**config.mk**
```make
export PLATFORM = sky130hd
export DESIGN_NAME = pe_tile_flat
export DESIGN_NICKNAME = d
export VERILOG_FILES = /design/src/design/noc_pkg.sv /design/src/design/axis_if.sv /design/src/design/stream_fifo.sv /design/src/design/pe_tile.sv /design/src/flat_wrapper.sv
export VERILOG_INCLUDE_DIRS = /design/src /design/src/design
export SDC_FILE = /design/constraint.sdc
export NUM_CORES = 1
export LEC_CHECK = 0
export BUFFER_PORTS_ARGS = -buffer_cell sky130_fd_sc_hd__buf_2
export CORE_MARGIN = 1.5
export CORE_UTILIZATION = 45
export DETAILED_ROUTE_END_ITERATION = 10
export MAX_ROUTING_LAYER = met4
export PLACE_DENSITY = 0.67
export SLEW_MARGIN = 20
export SYNTH_ARGS = -nofsm -noshare
export SYNTH_HDL_FRONTEND = slang
export SYNTH_SLANG_ARGS = --single-unit
export TNS_END_PERCENT = 50
```
**constraint.sdc**
```tcl
create_clock -name clk -period 5 [get_ports clk]
set_input_delay 1.25 -clock clk [delete_from_list [all_inputs] [get_ports clk]]
set_output_delay 1.25 -clock clk [all_outputs]
set_load 0.02 [all_outputs]
```
**src/design/noc_defines.svh**
```systemverilog
`ifndef NOC_DEFINES_SVH
`define NOC_DEFINES_SVH

// Number of PE tiles on the row
`define PE_COUNT 4

// Stream widths
`define DATA_W 128
`define DEST_W 4
`define ID_W 2

// Lane split of a beat for the tile sums
`define LANE_W 32
`define LANES 4

// Tile input queue depth
`define FIFO_DEPTH 4

`endif

```
**src/design/noc_pkg.sv**
```systemverilog
`include "noc_defines.svh"

package noc_pkg;

    // One beat on the input stream
    typedef struct packed {
        logic [`DATA_W-1:0] data;
        logic [`DEST_W-1:0] dest;
        logic [`ID_W-1:0]   id;
        logic               last;
    } flit_t;

    // Four lane sums of one packet, tagged with its source tile
    typedef struct packed {
        logic [`DATA_W-1:0] sum;
        logic [`DEST_W-1:0] src;
        logic [`ID_W-1:0]   id;
    } result_t;

endpackage

```
**src/design/axis_if.sv**
```systemverilog
`timescale 1ns/1ps

`include "noc_defines.svh"

interface axis_if;

    logic               tvalid;
    logic               tready;
    logic [`DATA_W-1:0] tdata;
    logic [`DEST_W-1:0] tdest;
    logic [`ID_W-1:0]   tid;
    logic               tlast;

    // Sender side
    modport src (
        output tvalid, tdata, tdest, tid, tlast,
        input  tready
    );

    // Receiver side
    modport dst (
        input  tvalid, tdata, tdest, tid, tlast,
        output tready
    );

endinterface

```
**src/design/stream_fifo.sv**
```systemverilog
`timescale 1ns/1ps

`include "noc_defines.svh"

module stream_fifo #(
    parameter type payload_t = logic,
    parameter int  DEPTH     = `FIFO_DEPTH
) (
    input  logic     clk,
    input  logic     rst,
    input  logic     wr_valid,
    output logic     wr_ready,
    input  payload_t wr_data,
    output logic     rd_valid,
    input  logic     rd_ready,
    output payload_t rd_data
);

    localparam int PTR_W = (DEPTH > 1) ? $clog2(DEPTH) : 1;
    localparam int CNT_W = $clog2(DEPTH + 1);
    localparam logic [PTR_W-1:0] PTR_LAST = PTR_W'(DEPTH - 1);
    localparam logic [CNT_W-1:0] CNT_FULL = CNT_W'(DEPTH);

    payload_t         mem [DEPTH];
    logic [PTR_W-1:0] wr_ptr;
    logic [PTR_W-1:0] rd_ptr;
    logic [CNT_W-1:0] count;
    logic             do_wr;
    logic             do_rd;

    assign wr_ready = (count != CNT_FULL);
    assign rd_valid = (count != '0);
    assign rd_data  = mem[rd_ptr];

    assign do_wr = wr_valid && wr_ready;
    assign do_rd = rd_valid && rd_ready;

    always_ff @(posedge clk) begin
        if (do_wr) begin
            mem[wr_ptr] <= wr_data;
        end
    end

    always_ff @(posedge clk) begin
        if (rst) begin
            wr_ptr <= '0;
            rd_ptr <= '0;
            count  <= '0;
        end else begin
            if (do_wr) begin
                wr_ptr <= (wr_ptr == PTR_LAST) ? '0 : wr_ptr + 1'b1;
            end
            if (do_rd) begin
                rd_ptr <= (rd_ptr == PTR_LAST) ? '0 : rd_ptr + 1'b1;
            end
            // Simultaneous push and pop leaves occupancy alone
            if (do_wr && !do_rd) begin
                count <= count + 1'b1;
            end else if (do_rd && !do_wr) begin
                count <= count - 1'b1;
            end
        end
    end

endmodule

```
**src/design/pe_tile.sv**
```systemverilog
`timescale 1ns/1ps

`include "noc_defines.svh"

module pe_tile #(
    parameter int TILE_ID = 0
) (
    input  logic             clk,
    input  logic             rst,
    axis_if.dst              in_port,
    output logic             res_valid,
    input  logic             res_ready,
    output noc_pkg::result_t res
);

    noc_pkg::flit_t     wr_flit;
    noc_pkg::flit_t     q_flit;
    logic               q_valid;
    logic               q_ready;
    logic               pop;
    logic               res_free;
    logic [`DATA_W-1:0] acc;
    logic [`DATA_W-1:0] lane_sum;

    assign wr_flit.data = in_port.tdata;
    assign wr_flit.dest = in_port.tdest;
    assign wr_flit.id   = in_port.tid;
    assign wr_flit.last = in_port.tlast;

    // Input queue
    stream_fifo #(
        .payload_t (noc_pkg::flit_t),
        .DEPTH     (`FIFO_DEPTH)
    ) u_queue (
        .clk      (clk),
        .rst      (rst),
        .wr_valid (in_port.tvalid),
        .wr_ready (in_port.tready),
        .wr_data  (wr_flit),
        .rd_valid (q_valid),
        .rd_ready (q_ready),
        .rd_data  (q_flit)
    );

    // Result slot frees up when empty or being drained this cycle
    assign res_free = !res_valid || res_ready;

    // Only a last beat has to wait for the result slot
    assign q_ready = !q_flit.last || res_free;
    assign pop     = q_valid && q_ready;

    always_comb begin
        for (int l = 0; l < `LANES; l++) begin
            lane_sum[l*`LANE_W +: `LANE_W] = acc[l*`LANE_W +: `LANE_W]
                                           + q_flit.data[l*`LANE_W +: `LANE_W];
        end
    end

    always_ff @(posedge clk) begin
        if (rst) begin
            acc       <= '0;
            res_valid <= 1'b0;
        end else if (pop && q_flit.last) begin
            acc       <= '0;
            res_valid <= 1'b1;
        end else begin
            if (pop) begin
                acc <= lane_sum;
            end
            if (res_ready) begin
                res_valid <= 1'b0;
            end
        end
    end

    // Result payload
    always_ff @(posedge clk) begin
        if (pop && q_flit.last) begin
            res.sum <= lane_sum;
            res.src <= TILE_ID[`DEST_W-1:0];
            res.id  <= q_flit.id;
        end
    end

endmodule

```
**src/flat_wrapper.sv**
```systemverilog
// flat-port wrapper written by rule: the top's interface ports become plain ports
module pe_tile_flat 
#(
    parameter int TILE_ID = 0
)
  (clk, rst, res_valid, res_ready, res, in_port_tvalid, in_port_tdata, in_port_tdest, in_port_tid, in_port_tlast, in_port_tready);
  axis_if in_port_i ();
  input  logic clk;
  input  logic rst;
  output logic res_valid;
  input  logic res_ready;
  output noc_pkg::result_t res;
  input wire logic [$bits(in_port_i.tvalid)-1:0] in_port_tvalid;
  input wire logic [$bits(in_port_i.tdata)-1:0] in_port_tdata;
  input wire logic [$bits(in_port_i.tdest)-1:0] in_port_tdest;
  input wire logic [$bits(in_port_i.tid)-1:0] in_port_tid;
  input wire logic [$bits(in_port_i.tlast)-1:0] in_port_tlast;
  output wire logic [$bits(in_port_i.tready)-1:0] in_port_tready;
  assign in_port_i.tvalid = in_port_tvalid;
  assign in_port_i.tdata = in_port_tdata;
  assign in_port_i.tdest = in_port_tdest;
  assign in_port_i.tid = in_port_tid;
  assign in_port_i.tlast = in_port_tlast;
  assign in_port_tready = in_port_i.tready;
  pe_tile #(.TILE_ID(TILE_ID)) u_core (.clk(clk), .rst(rst), .in_port(in_port_i), .res_valid(res_valid), .res_ready(res_ready), .res(res));
endmodule
```
### Yosys cells after proc, flatten, opt, wreduce, memory -nomap -nowiden

Memory sizes are Yosys's and may differ from the RTL's. A register that Yosys moved wholly into a read port is not among the register bits.
Index checks and enable logic that the tools add are counted.

| operators by class | value |
|---|---|
| add/sub/neg operators | 8 |
| equal/unequal tests | 3 |
| multiplexer cells | 10 |
| reduce and logical (&&, ||, !) cells | 15 |

Operators with widths:

| cell | number |
|---|---|
| 32-bit adder | 4 |
| 2-bit two-way mux | 4 |
| 3-bit two-way mux | 2 |
| 1-bit logical AND | 5 |
| 2-bit by 1-bit adder with 2-bit output (second input constant) | 2 |
| 2-bit equality test (second input constant) | 2 |
| 1-bit logical NOT | 4 |
| 1-bit two-way mux | 4 |
| 2-bit nonzero test | 2 |
| 3-bit by 1-bit adder with 3-bit output (second input constant) | 1 |
| 3-bit inequality test (second input constant) | 1 |
| 3-bit nonzero test | 1 |
| 3-bit by 1-bit subtractor with 3-bit output (second input constant) | 1 |
| 1-bit logical OR | 2 |
| 2-bit OR reduction | 1 |

| storage, ports and cells | value |
|---|---|
| flip-flop bits (word level) | 266 |
| bits in writable memories | 540 |
| memories kept | 1 |

Memories:

| name | words | bits a word | rd ports | clocked after memory_dff | write ports | RTL line | source |
|---|---|---|---|---|---|---|---|
| u_core.u_queue.mem | 4 | 135 | 1 | 1 | 1 | stream_fifo.sv:24 | `payload_t mem [DEPTH];` |

### Longest topological paths before layout

| logic depth | value |
|---|---|
| depth after elaboration | 7 |
| mapped depth | 16 |
| gate-level depth less buffers | 12 |

### Modules after synthesis

A second synthesis with hierarchy kept.

| unflattened totals | value |
|---|---|
| cells, all modules | 2,250 |
| area, all modules | 34,700.8 µm² |

By module, submodules not included:

| module | times used | cells an instance | area an instance (µm²) |
|---|---|---|---|
| stream_fifo | 1 | 753 | 19,924.1 |
| pe_tile | 1 | 1,497 | 14,776.7 |

### Worst setup path after synthesis

No wires, ideal clock.

| timing path | value |
|---|---|
| path kind | input port to flip-flop |
| from | input res_ready |
| to | register u_core.acc[29] |
| data arrival time | 5,251 ps |
| required time | 4,873 ps |
| setup slack | -378 ps |
| stages on the path | 8 |
| buffers on the path | 1 |
| path through | nand2b_1 > nand3_1 > inv_1 > nor2_1 > nand2_1 > clkbuf_1 > nor3_1 > or3_1 |

| between the ends | value |
|---|---|
| cells in the longest elaborated chain, start to end | 5 |

Ends and longest elaborated chain:

| element | RTL line | source |
|---|---|---|
| start, declared | flat_wrapper.sv:11 | `input logic res_ready;` |
| 1-bit logical OR * | pe_tile.sv:46 | `assign res_free = !res_valid \|\| res_ready;` |
| 1-bit logical OR * | pe_tile.sv:49 | `assign q_ready = !q_flit.last \|\| res_free;` |
| 1-bit logical AND * | pe_tile.sv:50 | `assign pop = q_valid && q_ready;` |
| 1-bit logical AND | pe_tile.sv:63 | `end else if (pop && q_flit.last) begin` |
| 2-bit OR reduction (no line) | -- |  |
| end signal, assigned | pe_tile.sv:68 | `acc <= lane_sum;` |
| end, declared | pe_tile.sv:22 | `` logic [`DATA_W-1:0] acc; `` |

Every way passes the cells marked *; elsewhere a longest branch is shown, timed or not.
A chain may end at the register's enable or synchronous reset.

==> flow_summary.toml <==
[global_route]
antenna_found_initial = 21
grt_use_total_pct = 21.1
first_global_vias = 21300
grt_pass1_wl_mm = 122
grt-ovfl-total = 0
grt_max_degree = 131

[outcome]
status = "finished, final reports clean"

[placed_design]
dpl-instance-area_um2 = 36900
routabilityCongestion = 0.869
pre_cts_slack_ns = 0.478
portBuffers = 266
dp_hpwl_mm = 52.1
post-place-cells = 3517

[sta]
fin_crit_sh_pct = 89.1
drv_slew = 0
worst_pin_slew_ns = 1.05
maxSlewHeadroom_pct = 30.1
finalWorstSetupSlack_ns = 0.547
period_needed_ns = 4.45
fmax_ghz = 0.225
setup-tns-final_ns = 0
setup_viol = 0
rsz0062_at_grt = "false"
fin_skew_ns = 0.0285
hold_violations = 0

[routing]
antenna_left = 0
drtIter0Drc = 1552
dr.pass1.iters = 5
wire_per_inst_um = 21.6
drc = 0
viasPerCell = 5.61
vias = 20700
wirelength_mm = 79.9

[cells_and_area]
layout-drive-gt1-share_pct = 21.8
mostFrequentLayoutCells = "edfxtp_1 (654), buf_2 (266), nand2_1 (251), a21oi_1 (218), dfxtp_1 (136)"
multi_input_area_um2 = 11300
finalNetCount = 2908
design_area_um2 = 39700
regArea_um2 = 22400
fin_util_pct = 53.0
num-fill-cells = 6092
fin_cells = 3694
mostFrequentLayoutCell = "edfxtp_1"
area_delta_synth_final_pct = 16.0

[cts]
clock_path_buffers = 3
cts_hold_buf = 0
postCtsResizedCells = 0
clk_pin_slew_ns = 0.06
cts_setup_buffers = 0
clock-sinks = 792
worstSkewPairLatency_ns = 0.63
htree_levels = 3
cts_made_buffers = 84
cts_tree = "done"
cts-root-buf = "clkbuf_16"

[setup_path]
reg2reg_to = "u_core.acc[30]"
cpPeakStageDelay_ns = 0.64
crit_slowest_cell = "dfxtp_4"
worstPathRequired_ns = 5.53
path_cells = "buf_4 -> mux4_2 -> ha_1 -> fa_1 -> a21oi_1 -> o31a_1 -> o2111ai_1 -> nand3_1 -> o21a_1 -> o31a_2 -> o21ai_0 -> or4_1 -> a31oi_1"
startpoint_type = "flip-flop"
crit_type = "reg2reg"
r2r_cells = 13
rrSetupSlack_ns = 0.55
cp.arrival_ns = 4.99
end_kind = "flip-flop"
cp_max_fo = 20

[pwr]
leakage_nw = 14.6
ir_drop_v = 0.000479
p_per_area_nw_per_um2 = 743

[die]
rows = 100
initial_utilization_pct = 45.7
die_area_um2 = 77700
fp.dieW_um = 279
core_area_um2 = 74800
die_y_um = 279
ios = 275

[hold_path]
worstHoldPathCells = 2
min_from = "u_core.acc[113]"
hp-class = "reg2reg"
holdPathEnd = "u_core.acc[113]"

[logic_synthesis]
synth_area_um2 = 34200
synth_cells = 2345
synth_seq_cells = 792
ys.warnings.count = 0
yosysUniqueCellTypes = 76
synth.avg_cell_area_um2 = 14.6
async_reset_ff_share_pct = 0
synth_edf_count = 654
yosysSeqAreaShare_pct = 65.5
synthFlopType = "edfxtp_1"

[run]
timing.max_cap.violations = 0
synth_stat cells (16+ instances only):
cell	n	area (um^2)
edfxtp_1	654	19600
nand2_1	251	942
a21oi_1	218	1090
dfxtp_1	138	2760
ha_1	130	1630
mux4_2	130	2930
nor2_1	98	368
xnor2_1	77	674
clkbuf_1	69	259
o21ai_0	65	325
a21o_1	53	398
xor2_1	42	368
nand3_1	40	200
inv_1	33	124
buf_1	24	90.1
nor3_1	24	120
a31oi_1	23	144
nand4_1	18	113
nand2b_1	17	106
a211oi_1	16	120
and3_1	16	100
area by class of cell:
type	count	share of cell area [%]
Clock inverter	48	1.14
Timing Repair Buffer	304	4.48
Sequential cell	792	56.5
Antenna cell	20	0.126
Multi-Input combinational cell	1417	28.5
Tap cell	969	3.06
Clock buffer	109	5.87
Inverter	35	0.347
how the worst max path moves through the flow:
stage | start | to | slack [ns] | depth (start not counted)
3_3_place_gp | flip-flop | u_core.res[128] | 0.51 | 13
6_report | flip-flop | u_core.acc[30] | 0.55 | 13
4_1_cts | flip-flop | u_core.acc[30] | 0.47 | 13
2_1_floorplan | in_port_tvalid | u_core.u_queue.mem[0][0] | 0.18 | 1
5_1_grt | flip-flop | u_core.acc[30] | 0.22 | 13
3_5_place_dp | flip-flop | u_core.acc[30] | 0.48 | 13
report_power, final:
group	internal [mW]	switching [mW]	total (mW)
Clock	3.67	2.56	6.22
Combinational	5.04	8.20	13.2
Sequential	9.32	0.711	10.0
Total	18.0	11.5	29.5
critical path, delay by kind of cell, from the launching register on:
kind / cells / cell delay [ns]
AOI/OAI and AO/OA: 7 / 1.33
adders and majority gates: 2 / 0.70
buffers and inverters: 1 / 0.34
DFF: 1 / 0.64
muxes: 1 / 0.54
and+or+nand+nor: 2 / 0.80
routing by layer:
layer | vias up | share of wire [%] | global-route usage, %
met1 | 10400 | 42 | 25.9
met3 | 156 | 6.2 | 5.30
met5 | - | 0 | -
met2 | 559 | 49 | 34.7
li1 | 9671 | - | -
met4 | 0 | 2.7 | 6.44
cell families (layout without fill, tap and decap cells):
| logic type | Yosys count | after routing | synth area share, % |
|---|---|---|---|
| DFF | 792 | 792 | 65.5 |
| and+or+nand+nor | 530 | 530 | 7.04 |
| AOI/OAI and AO/OA | 487 | 487 | 8.84 |
| muxes | 141 | 141 | 8.88 |
| buffers and inverters | 139 | 496 | 1.60 |
| adders and majority gates | 135 | 135 | 5.05 |
| xor gates and xnor gates | 120 | 120 | 3.12 |
| other | 1 | 24 | 0.0110 |
per-stage QoR:
stage | total power [mW] | hold slack [ns]
final | 29.5 | 0.459
after global routing | 31.3 | 0.480
after CTS | 29.7 | 0.461
after detailed placement | 23.4 | 0.451
after global placement | 23.0 | 0.442
after floorplan | 19.5 | 0.432
registers in the layout (all words and copies together) (netlist names), named ones only:
register,count
u_core.acc,128
u_core.res,130
u_core.res_valid,1
u_core.u_queue.count,3
u_core.u_queue.mem,524
u_core.u_queue.rd_ptr,2
u_core.u_queue.wr_ptr,2
Power figures use the tool's default switching activity.
